## src/hdl/isa_pkg.sv

```systemverilog
package isa_pkg;

	// Operation subtype from decode.
	// Encodings follow the decode stage opcode map.
	typedef enum logic [7:0]
	{
		OP_NOP   = 8'b0000_0000,
		// Logic operations.
		OP_OR    = 8'b0010_0101,
		OP_AND   = 8'b0010_0100,
		OP_NOR   = 8'b0010_0111,
		OP_XOR   = 8'b0010_0110,
		// Shifts.
		OP_SLL   = 8'b0111_1100,
		OP_SRL   = 8'b0000_0010,
		OP_SRA   = 8'b0000_0011,
		// Add and subtract.
		OP_ADD   = 8'b0010_0000,
		OP_ADDI  = 8'b0101_0101,
		OP_ADDU  = 8'b0010_0001,
		OP_ADDIU = 8'b0101_0110,
		OP_SUB   = 8'b0010_0010,
		OP_SUBU  = 8'b0010_0011,
		// Set on less than.
		OP_SLT   = 8'b0010_1010,
		OP_SLTU  = 8'b0010_1011,
		// Leading-bit counts.
		OP_CLZ   = 8'b1011_0000,
		OP_CLO   = 8'b1011_0001,
		// Multiplies and multiply-accumulate.
		OP_MUL   = 8'b1010_1001,
		OP_MULT  = 8'b0001_1000,
		OP_MULTU = 8'b0001_1001,
		OP_MADD  = 8'b1010_0110,
		OP_MADDU = 8'b1010_1000,
		OP_MSUB  = 8'b1010_1010,
		OP_MSUBU = 8'b1010_1011,
		// HI/LO moves.
		OP_MFHI  = 8'b0001_0000,
		OP_MFLO  = 8'b0001_0010,
		OP_MTHI  = 8'b0001_0001,
		OP_MTLO  = 8'b0001_0011
	} alu_op_t;

	// Result class, picks the write-back source.
	typedef enum logic [2:0]
	{
		SEL_NOP   = 3'b000,
		SEL_LOGIC = 3'b001,
		SEL_SHIFT = 3'b010,
		SEL_MOVE  = 3'b011,
		SEL_ARITH = 3'b100,
		SEL_MUL   = 3'b101
	} alu_sel_t;

endpackage

```

## src/hdl/datapath_pkg.sv

```systemverilog
package datapath_pkg;

	// General register width.
	parameter int WORD_W = 32;

	// Products and the HI/LO pair.
	parameter int DWORD_W = 2 * WORD_W;

	// Register file has 32 entries.
	parameter int REG_ADDR_W = 5;

	// Low operand-1 bits used as shift amount.
	parameter int SHAMT_W = 5;

	// Operand and result word.
	typedef logic [WORD_W-1:0] word_t;

	// Product, accumulator and {HI, LO}.
	typedef logic [DWORD_W-1:0] dword_t;

	// Destination register address.
	typedef logic [REG_ADDR_W-1:0] reg_addr_t;

endpackage

```

## src/hdl/alu_logic_shift.sv

```systemverilog
`timescale 1ns/10ps

module alu_logic_shift
(
	input  isa_pkg::alu_op_t    aluop_i,
	input  datapath_pkg::word_t reg1_i,
	input  datapath_pkg::word_t reg2_i,
	output datapath_pkg::word_t logic_res_o,
	output datapath_pkg::word_t shift_res_o
);

	// Shift amount, low bits of operand 1.
	logic [datapath_pkg::SHAMT_W-1:0] shamt;

	assign shamt = reg1_i[datapath_pkg::SHAMT_W-1:0];

	// Bitwise logic.
	always_comb
	begin
		case (aluop_i)
			isa_pkg::OP_OR:
				logic_res_o = reg1_i | reg2_i;
			isa_pkg::OP_AND:
				logic_res_o = reg1_i & reg2_i;
			isa_pkg::OP_NOR:
				logic_res_o = ~(reg1_i | reg2_i);
			isa_pkg::OP_XOR:
				logic_res_o = reg1_i ^ reg2_i;
			// Not a logic op.
			default:
				logic_res_o = '0;
		endcase
	end

	// Shifts move operand 2.
	always_comb
	begin
		case (aluop_i)
			// Zero fill from the right.
			isa_pkg::OP_SLL:
				shift_res_o = reg2_i << shamt;
			// Zero fill from the left.
			isa_pkg::OP_SRL:
				shift_res_o = reg2_i >> shamt;
			// Sign fill from bit 31.
			isa_pkg::OP_SRA:
				shift_res_o = datapath_pkg::word_t'($signed(reg2_i) >>> shamt);
			default:
				shift_res_o = '0;
		endcase
	end

endmodule

```

## src/hdl/alu_arith.sv

```systemverilog
`timescale 1ns/10ps

module alu_arith
(
	input  isa_pkg::alu_op_t    aluop_i,
	input  datapath_pkg::word_t reg1_i,
	input  datapath_pkg::word_t reg2_i,
	output datapath_pkg::word_t arith_res_o,
	output logic                overflow_o
);

	// Subtract path also serves slt.
	logic                sub_op;
	// Operand 2 after optional complement.
	datapath_pkg::word_t opb;
	datapath_pkg::word_t sum;
	logic                lt_signed;
	logic                lt_unsigned;
	// Word scanned for leading bits.
	datapath_pkg::word_t count_src;
	// Counts 0 to 32.
	logic [5:0]          lead_cnt;

	assign sub_op = (aluop_i == isa_pkg::OP_SUB) ||
	                (aluop_i == isa_pkg::OP_SUBU) ||
	                (aluop_i == isa_pkg::OP_SLT);

	// Invert and add one for subtract.
	assign opb = sub_op ? ~reg2_i : reg2_i;
	assign sum = reg1_i + opb + {{(datapath_pkg::WORD_W-1){1'b0}}, sub_op};

	// Addend signs agree, sum sign flips.
	// opb sign is the true addend sign, also for the most negative reg2.
	assign overflow_o = (reg1_i[datapath_pkg::WORD_W-1] == opb[datapath_pkg::WORD_W-1]) &&
	                    (sum[datapath_pkg::WORD_W-1] != reg1_i[datapath_pkg::WORD_W-1]);

	// Opposite signs: the negative one is smaller.
	// Same signs: the difference cannot overflow, so its sign decides.
	assign lt_signed = (reg1_i[datapath_pkg::WORD_W-1] ^ reg2_i[datapath_pkg::WORD_W-1]) ?
	                   reg1_i[datapath_pkg::WORD_W-1] : sum[datapath_pkg::WORD_W-1];
	assign lt_unsigned = reg1_i < reg2_i;

	// clo counts zeros of the inverted word.
	assign count_src = (aluop_i == isa_pkg::OP_CLO) ? ~reg1_i : reg1_i;

	// Highest set bit wins.
	always_comb
	begin
		lead_cnt = 6'd32;
		for (int i = 0; i < datapath_pkg::WORD_W; i++)
		begin
			if (count_src[i])
				lead_cnt = 6'(datapath_pkg::WORD_W - 1 - i);
		end
	end

	// Result for the arithmetic class.
	always_comb
	begin
		case (aluop_i)
			isa_pkg::OP_ADD, isa_pkg::OP_ADDI, isa_pkg::OP_ADDU, isa_pkg::OP_ADDIU,
			isa_pkg::OP_SUB, isa_pkg::OP_SUBU:
				arith_res_o = sum;
			// Compare gives 0 or 1.
			isa_pkg::OP_SLT:
				arith_res_o = {{(datapath_pkg::WORD_W-1){1'b0}}, lt_signed};
			isa_pkg::OP_SLTU:
				arith_res_o = {{(datapath_pkg::WORD_W-1){1'b0}}, lt_unsigned};
			isa_pkg::OP_CLZ, isa_pkg::OP_CLO:
				arith_res_o = {{(datapath_pkg::WORD_W-6){1'b0}}, lead_cnt};
			default:
				arith_res_o = '0;
		endcase
	end

endmodule

```

## src/hdl/mult_unit.sv

```systemverilog
`timescale 1ns/10ps

module mult_unit
(
	input  logic                 clk,
	input  logic                 rst_i,
	input  isa_pkg::alu_op_t     aluop_i,
	input  datapath_pkg::word_t  reg1_i,
	input  datapath_pkg::word_t  reg2_i,
	input  datapath_pkg::word_t  hi_i,
	input  datapath_pkg::word_t  lo_i,
	output datapath_pkg::dword_t mul_res_o,
	output datapath_pkg::dword_t mac_sum_o,
	output logic                 mac_we_o,
	output logic                 stall_o
);

	// Accumulate sequencer states.
	typedef enum logic
	{
		MAC_IDLE,
		MAC_ACCUM
	} mac_state_t;

	mac_state_t           state;
	mac_state_t           state_nxt;
	logic                 signed_op;
	logic                 mac_op;
	logic                 msub_op;
	// Operand magnitudes.
	datapath_pkg::word_t  mag_a;
	datapath_pkg::word_t  mag_b;
	datapath_pkg::dword_t prod_mag;
	// Product saved in the first accumulate cycle.
	datapath_pkg::dword_t mac_prod;

	assign signed_op = (aluop_i == isa_pkg::OP_MUL) ||
	                   (aluop_i == isa_pkg::OP_MULT) ||
	                   (aluop_i == isa_pkg::OP_MADD) ||
	                   (aluop_i == isa_pkg::OP_MSUB);

	assign msub_op = (aluop_i == isa_pkg::OP_MSUB) || (aluop_i == isa_pkg::OP_MSUBU);
	assign mac_op  = msub_op ||
	                 (aluop_i == isa_pkg::OP_MADD) ||
	                 (aluop_i == isa_pkg::OP_MADDU);

	// Negative signed operands go in as magnitudes.
	assign mag_a = (signed_op && reg1_i[datapath_pkg::WORD_W-1]) ? -reg1_i : reg1_i;
	assign mag_b = (signed_op && reg2_i[datapath_pkg::WORD_W-1]) ? -reg2_i : reg2_i;

	assign prod_mag = datapath_pkg::dword_t'(mag_a) * datapath_pkg::dword_t'(mag_b);

	// Sign fix-up on mixed signs.
	assign mul_res_o = (signed_op &&
	                   (reg1_i[datapath_pkg::WORD_W-1] ^ reg2_i[datapath_pkg::WORD_W-1])) ?
	                   -prod_mag : prod_mag;

	// Second cycle adds the old {HI, LO}.
	assign mac_sum_o = mac_prod + {hi_i, lo_i};

	// First cycle stalls, second writes HI/LO.
	assign stall_o  = mac_op && (state == MAC_IDLE);
	assign mac_we_o = mac_op && (state == MAC_ACCUM);

	always_comb
	begin
		state_nxt = state;
		case (state)
			MAC_IDLE:
				if (mac_op)
					state_nxt = MAC_ACCUM;
			// Back to idle, a held op starts over.
			MAC_ACCUM:
				state_nxt = MAC_IDLE;
			default:
				state_nxt = MAC_IDLE;
		endcase
	end

	always_ff @(posedge clk)
	begin
		if (rst_i)
			state <= MAC_IDLE;
		else
			state <= state_nxt;
	end

	// Store product, negated for msub.
	always_ff @(posedge clk)
	begin
		if (stall_o)
			mac_prod <= msub_op ? -mul_res_o : mul_res_o;
	end

endmodule

```

## src/hdl/hilo_regs.sv

```systemverilog
`timescale 1ns/10ps

module hilo_regs
(
	input  logic                 clk,
	input  logic                 rst_i,
	input  isa_pkg::alu_op_t     aluop_i,
	input  datapath_pkg::word_t  reg1_i,
	input  datapath_pkg::dword_t mul_res_i,
	input  datapath_pkg::dword_t mac_sum_i,
	input  logic                 mac_we_i,
	output datapath_pkg::word_t  hi_o,
	output datapath_pkg::word_t  lo_o
);

	always_ff @(posedge clk)
	begin
		if (rst_i)
		begin
			hi_o <= '0;
			lo_o <= '0;
		end
		// Accumulate result in the second cycle.
		else if (mac_we_i)
			{hi_o, lo_o} <= mac_sum_i;
		else
		begin
			case (aluop_i)
				// Full product into the pair.
				isa_pkg::OP_MULT, isa_pkg::OP_MULTU:
					{hi_o, lo_o} <= mul_res_i;
				// Single register moves, other one kept.
				isa_pkg::OP_MTHI:
					hi_o <= reg1_i;
				isa_pkg::OP_MTLO:
					lo_o <= reg1_i;
				default:
				begin
				end
			endcase
		end
	end

endmodule

```

## src/hdl/exec_unit.sv

```systemverilog
`timescale 1ns/10ps

module exec_unit
(
	input  logic                   clk,
	input  logic                   rst_i,
	input  isa_pkg::alu_op_t       aluop_i,
	input  isa_pkg::alu_sel_t      alusel_i,
	input  datapath_pkg::word_t    reg1_i,
	input  datapath_pkg::word_t    reg2_i,
	input  datapath_pkg::reg_addr_t wd_i,
	input  logic                   wreg_i,
	output datapath_pkg::reg_addr_t wd_o,
	output logic                   wreg_o,
	output datapath_pkg::word_t    wdata_o,
	output logic                   stall_o
);

	datapath_pkg::word_t  logic_res;
	datapath_pkg::word_t  shift_res;
	datapath_pkg::word_t  arith_res;
	logic                 overflow;
	datapath_pkg::dword_t mul_res;
	datapath_pkg::dword_t mac_sum;
	logic                 mac_we;
	logic                 stall;
	datapath_pkg::word_t  hi;
	datapath_pkg::word_t  lo;
	// Ops that trap on signed overflow.
	logic                 ov_op;

	alu_logic_shift i_logic_shift
	(
		.aluop_i     (aluop_i),
		.reg1_i      (reg1_i),
		.reg2_i      (reg2_i),
		.logic_res_o (logic_res),
		.shift_res_o (shift_res)
	);

	alu_arith i_arith
	(
		.aluop_i     (aluop_i),
		.reg1_i      (reg1_i),
		.reg2_i      (reg2_i),
		.arith_res_o (arith_res),
		.overflow_o  (overflow)
	);

	mult_unit i_mult
	(
		.clk       (clk),
		.rst_i     (rst_i),
		.aluop_i   (aluop_i),
		.reg1_i    (reg1_i),
		.reg2_i    (reg2_i),
		.hi_i      (hi),
		.lo_i      (lo),
		.mul_res_o (mul_res),
		.mac_sum_o (mac_sum),
		.mac_we_o  (mac_we),
		.stall_o   (stall)
	);

	hilo_regs i_hilo
	(
		.clk       (clk),
		.rst_i     (rst_i),
		.aluop_i   (aluop_i),
		.reg1_i    (reg1_i),
		.mul_res_i (mul_res),
		.mac_sum_i (mac_sum),
		.mac_we_i  (mac_we),
		.hi_o      (hi),
		.lo_o      (lo)
	);

	assign stall_o = stall;
	assign wd_o    = wd_i;

	// Overflow on add, addi or sub drops the write.
	assign ov_op  = (aluop_i == isa_pkg::OP_ADD) ||
	                (aluop_i == isa_pkg::OP_ADDI) ||
	                (aluop_i == isa_pkg::OP_SUB);
	assign wreg_o = (ov_op && overflow) ? 1'b0 : wreg_i;

	// Write-back data by result class.
	always_comb
	begin
		case (alusel_i)
			isa_pkg::SEL_LOGIC:
				wdata_o = logic_res;
			isa_pkg::SEL_SHIFT:
				wdata_o = shift_res;
			isa_pkg::SEL_ARITH:
				wdata_o = arith_res;
			// mfhi or mflo, else zero.
			isa_pkg::SEL_MOVE:
				if (aluop_i == isa_pkg::OP_MFHI)
					wdata_o = hi;
				else if (aluop_i == isa_pkg::OP_MFLO)
					wdata_o = lo;
				else
					wdata_o = '0;
			// mul keeps the low word.
			isa_pkg::SEL_MUL:
				wdata_o = mul_res[datapath_pkg::WORD_W-1:0];
			default:
				wdata_o = '0;
		endcase
	end

endmodule

```

## config.mk

```make
export PLATFORM = sky130hd
export DESIGN_NAME = exec_unit
export DESIGN_NICKNAME = d
export VERILOG_FILES = /design/src/hdl/isa_pkg.sv /design/src/hdl/datapath_pkg.sv /design/src/hdl/alu_logic_shift.sv /design/src/hdl/alu_arith.sv /design/src/hdl/mult_unit.sv /design/src/hdl/hilo_regs.sv /design/src/hdl/exec_unit.sv
export SDC_FILE = /design/constraint.sdc
export NUM_CORES = 2
export LEC_CHECK = 0
export BUFFER_PORTS_ARGS = -buffer_cell sky130_fd_sc_hd__buf_2
export CAP_MARGIN = 25
export CORE_MARGIN = 8
export CORE_UTILIZATION = 45
export CTS_CLUSTER_DIAMETER = 80
export DETAILED_ROUTE_END_ITERATION = 12
export PLACE_DENSITY = 0.66
export SLEW_MARGIN = 5
export SYNTH_ARGS = -nofsm -noshare
export SYNTH_HDL_FRONTEND = slang
export SYNTH_SLANG_ARGS = --single-unit
```

## constraint.sdc

```tcl
create_clock -name clk -period 47.2 [get_ports clk]
set_clock_uncertainty 0.15 [all_clocks]
set_input_delay 11.8 -clock clk [delete_from_list [all_inputs] [get_ports clk]]
set_output_delay 11.8 -clock clk [all_outputs]
set_load 0.005 [all_outputs]
```

== After elaboration in Yosys (flattened, before gate mapping) ==
Index checks and enable logic that the tools add are counted.
Cells by class
  reduce and logical (&&, ||, !) cells: 22
  equal/unequal tests: 35
  bitwise logic cells: 8
  $lt $le $gt $ge: 1
  $add $sub $neg: 7
  $mul: 1
  shift-type cells: 3
  multiplexer cells: 52
Operators with widths (number)
  two-way mux 32 bit: 8
  case mux 32 bit (4 select lines): 2
  two-way mux 6 bit: 32
  case mux 32 bit (5 select lines): 1
  two-way mux 64 bit: 2
  negator 64 bit: 2
  case mux 32 bit (2 select lines): 2
  NOT 32 bit: 3
  case mux 32 bit (3 select lines): 1
  == test 8 x 6 -> 1 bit, second input constant: 10
  adder 64 bit: 1
  multiplier 32 x 32 -> 64 bit: 1
  negator 32 bit: 2
  == test 8 bit, second input constant: 7
  == test 8 x 5 -> 1 bit, second input constant: 6
  adder 32 x 1 -> 32 bit: 1
  adder 32 bit: 1
  bitwise AND 32 bit: 1
  < comparator 32 bit: 1
  OR 32 bit: 1
  left shift 32 x 5 -> 32 bit: 1
  >> shifter 32 x 5 -> 32 bit: 1
  >>> shifter 32 x 5 -> 32 bit: 1
  XOR 32 bit: 1
  other kinds (16): 40
Storage, ports and cells
  input port bits: 83
  output and inout port bits: 39
  register bits: 129
  logic and storage cells: 133

== Depth between registers and ports, before layout ==
  word-level depth: 36
  mapped depth: 50
  gate-level depth less buffers: 43

== By module ==
From an unflattened synthesis, not the netlist that was laid out.
Second synthesis, totals
  cells, all modules: 7136
  area total of the unflattened synthesis: 58227.1 um^2
By module, submodules not included
  mult_unit: sequential area each 1941.9 um^2, area each 42674.7 um^2, instances 1, cells each 5046
  alu_logic_shift: sequential area each 0.0 um^2, area each 6148.4 um^2, instances 1, cells each 805
  alu_arith: sequential area each 0.0 um^2, area each 3692.3 um^2, instances 1, cells each 536
  hilo_regs: sequential area each 1281.2 um^2, area each 3618.5 um^2, instances 1, cells each 487
  exec_unit: sequential area each 0.0 um^2, area each 2093.3 um^2, instances 1, cells each 262

== Worst setup path before layout ==
Ideal clock, no wire load.
  kind: input to output
  from: in reg1_i[0]
  to: out wdata_o[31]
  required time: 35250 ps
  stages on the path: 40
  data arrival time: 22855 ps
  buffers on the path: 7
  setup slack: 12395 ps
  path through: clkbuf_1 > inv_1 > buf_1 > buf_1 > clkbuf_1 > clkbuf_1 > ha_1 > nand3_1 > nor3_1 > nand4_1 > or3_1 > o21ai_0 > xnor2_1 > clkbuf_1 > nor2_1 > fa_1 > inv_1 > fa_1 > [4 not listed] > fa_1 > fa_1 > inv_1 > fa_1 > inv_1 > ha_1 > buf_2 > a21oi_1 > o21ai_1 > a2111oi_4 > a21oi_1 > xnor2_1 > or4b_4 > or3_4 > o41ai_1 > xor2_1 > a21oi_1 > o21ai_0
On the way
  word-level cells in the longest chain between the ends: 6
  elaborated cells between the ends (all ways): 13
  classes of those cells: add/sub: 4; mul: 1; shift: 3; mux: 5
RTL lines
  start: declaration: RTL line exec_unit.sv:9  | input datapath_pkg::word_t reg1_i,
  negator 32 bit: RTL line mult_unit.sv:48  | assign mag_a = (signed_op && reg1_i[datapath_pkg::WORD_W-1]) ? -reg1_i : reg1_i;
  two-way mux 32 bit: RTL line mult_unit.sv:48
  multiplier 32 x 32 -> 64 bit: RTL line mult_unit.sv:51  | assign prod_mag = datapath_pkg::dword_t'(mag_a) * datapath_pkg::dword_t'(mag_b);
  negator 64 bit: RTL line mult_unit.sv:56  | -prod_mag : prod_mag;
  two-way mux 64 bit: RTL line mult_unit.sv:55  | (reg1_i[datapath_pkg::WORD_W-1] ^ reg2_i[datapath_pkg::WORD_W-1])) ?
  case mux 32 bit (5 select lines) (*): RTL line exec_unit.sv:90  | case (alusel_i)
  end: declaration: RTL line exec_unit.sv:15  | output datapath_pkg::word_t wdata_o,
Every way passes the cells marked *; elsewhere a longest branch is shown, timed or not.

== Final worst setup path ==
  from: in reg1_i[2]
  to: out wdata_o[31]
The elaborated chain is that of the path after synthesis.

==> results.ini <==
[run_status]
outcome=complete, no violations

[cts]
htreeDepth=4
cts_setup_buffers=0
numCtsBuffers=17
cts.sinks=129
ctsHoldBuffers=0
cts_buffer_depth=2
clkTransAtPathRegs_ns=0.06
root_buffer=clkbuf_16
ctsResizeCount=0
cts_tree=done
insertion_delay_ns=0.44

[placed_design]
gp_congestion=1.10
place_hpwl_um=195000
post-place-ws_ns=10.87
port_buffers=111

[timing]
grt_setup_unrepaired=no
fin_crit_sh_pct=78.0
max_freq_mhz=27.2
holdWs_ns=0.335
worst_slack_ns=10.39
tns_ns=0
worst_slew_pin_slew_ns=1.25
setup_viol=0
drv_slew=0
finalHoldViolCount=0
min_period_ns=36.81
maxSlewHeadroom_pct=16.8

[setup_path]
cp.required_ns=35.25
cp_common_cell=fa_1
criticalPathCategory=in2out
critPathMaxStageDelay_ns=0.76
crit_arrival_ns=24.86
crit_path_max_fanout=34
worst_setup_path_end_kind=output port
cp-start-kind=primary input
critPathSlowestCell=o41ai_1

[global_routing]
grt_pass1_vias=53088
gr-total-overflow=0
antenna_found_initial=8
grt_usage_pct=35.0
grt_max_degree=98
grt_pass1_wl_um=356000

[floorplanning]
ioPinCount=122
start_util_pct=45.4
core_area_sq_um=124000
row_count=129
die_w_um=369
die_h_um=369
die-area_sq_um=136000

[logic_synthesis]
ys_warn_count=0
synth.avg_cell_area_sq_um=7.92
syn_nets=8531
synth-seq-cells=129
netlist_instances=7094
ys_seq_area_share_pct=5.74
synthesis.area_sq_um=56200
synth.distinct_cells=107
synth_edf_count=64
ys.flop_type=dfxtp_1
postSynth.asyncResetShare_pct=0

[cells_and_area]
multi_input_area_sq_um=48200
final.fill_count=12087
layout.nets=8414
regArea_sq_um=3220
fin_util_pct=48.4
drive_gt1_share_pct=7.10
area_growth_pct=6.69

[drt]
drc=0
postRouteAntennaNets=0
num_vias=54361
wirelength_um=246000
via_per_inst=6.29
wire_per_inst_um=28.5
dr.pass1.iters=7
drtIter0Drc=7301

[hold_path]
hp-class=reg2reg

[job]
maxCapViolations=0

==> worst max-delay path, delay by kind of cell <==
family	cells	cell delay, ns
fa+ha+maj	9	4.40
simple gates	12	4.23
compound gates	5	2.17
buf+inv	8	1.15
xor+xnor	3	1.08
==> synth_stat cells, types with 22 or more instances <==
cell type	number	area (sq um)
nor4_1	22	138
ha_1	456	5710
a21oi_1	339	1700
nand2b_1	57	357
edfxtp_1	64	1920
nor3_1	98	490
and3_1	42	263
nor2_1	996	3740
buf_1	29	109
o21bai_1	32	240
o22ai_1	54	338
mux2i_1	115	1150
a211oi_1	92	691
a21o_1	86	646
a31oi_1	53	332
xnor2_1	346	3030
o31ai_1	37	278
dfxtp_1	65	1300
inv_1	1006	3780
o21a_1	31	233
nand2_1	749	2810
o21ai_0	280	1400
nand3_1	85	425
nand4_1	46	288
xor2_1	79	692
o211ai_1	57	428
fa_1	898	18000
clkbuf_1	379	1420
or3_1	30	188
a22oi_1	41	308
and2_1	42	263
nor2b_1	23	144
==> layout make-up <==
class	count	share of cell area [%]
multi-input combinational	5531	80.5
inverter	1010	6.33
sequential	129	5.38
tap	1637	3.42
timing repair buffer	288	3.30
clock buffer	17	0.710
clock inverter	15	0.361
antenna	11	0.0459
==> flip-flops by register name (all words and copies together) (netlist names) <==
| signal | cells |
|---|---|
| i_hilo.hi_o | 32 |
| i_hilo.lo_o | 32 |
| i_mult.mac_prod | 64 |
| i_mult.state | 1 |
==> metrics by stage <==
step | instance area (sq um) | instances
global route | 59900 | 8627
finish | 59900 | 8638
detailed placement | 59200 | 8592
global placement | 59100 | 8584
floorplan | 56200 | 7094
CTS | 59800 | 8624
==> per-layer routing <==
| metal | vias to the layer above | track usage (%) | wire length [um] |
|---|---|---|---|
| met3 | 910 | 10.7 | 32200 |
| met4 | 2 | 26.1 | 23600 |
| met1 | 26684 | 43.4 | 88200 |
| met5 | - | 0 | 8 |
| li1 | 22951 | - | - |
| met2 | 3814 | 51.3 | 102000 |
==> layout by cell type, fill, tap and decap left out, types with 92 or more instances in the layout <==
cell type  Yosys  final
inv_1       1006   1005
nor2_1       996    988
fa_1         898    898
nand2_1      749    748
ha_1         456    456
a21oi_1      339    338
o21ai_0      280    280
xnor2_1      346    272
buf_4          6    167
mux2i_1      115    115
buf_2          9    110
nor3_1        98     96
a211oi_1      92     92
==> path summary, 6_finish.rpt <==
| kind | slack [ns] | endpoint | startpoint | cells past startpoint |
|---|---|---|---|---|
| max | 10.39 | wdata_o[31] | reg1_i[2] | 37 |
| min | 0.33 | i_hilo.lo_o[28]$_SDFFE_PP0P_ | i_hilo.lo_o[28]$_SDFFE_PP0P_ | 2 |
| max reg2reg | 41.98 | i_hilo.hi_o[27]$_SDFFE_PP0P_ | i_hilo.lo_o[1]$_SDFFE_PP0P_ | 16 |
| min reg2reg | 0.33 | i_hilo.lo_o[28]$_SDFFE_PP0P_ | i_hilo.lo_o[28]$_SDFFE_PP0P_ | 2 |
==> kinds of logic after synthesis <==
family,share of synthesized area (%)
multiplexers,2.19
adder cells (fa/ha/maj),42.2
flip-flops,5.74
XOR/XNOR,6.74
buffers and inverters,9.66
AND/OR/NAND/NOR,17.9
AO/OA/AOI/OAI,15.6
Power is left out: the tool's default activity adds up to more than one toggle a clock period on the data nets, which glitch-free logic cannot reach.
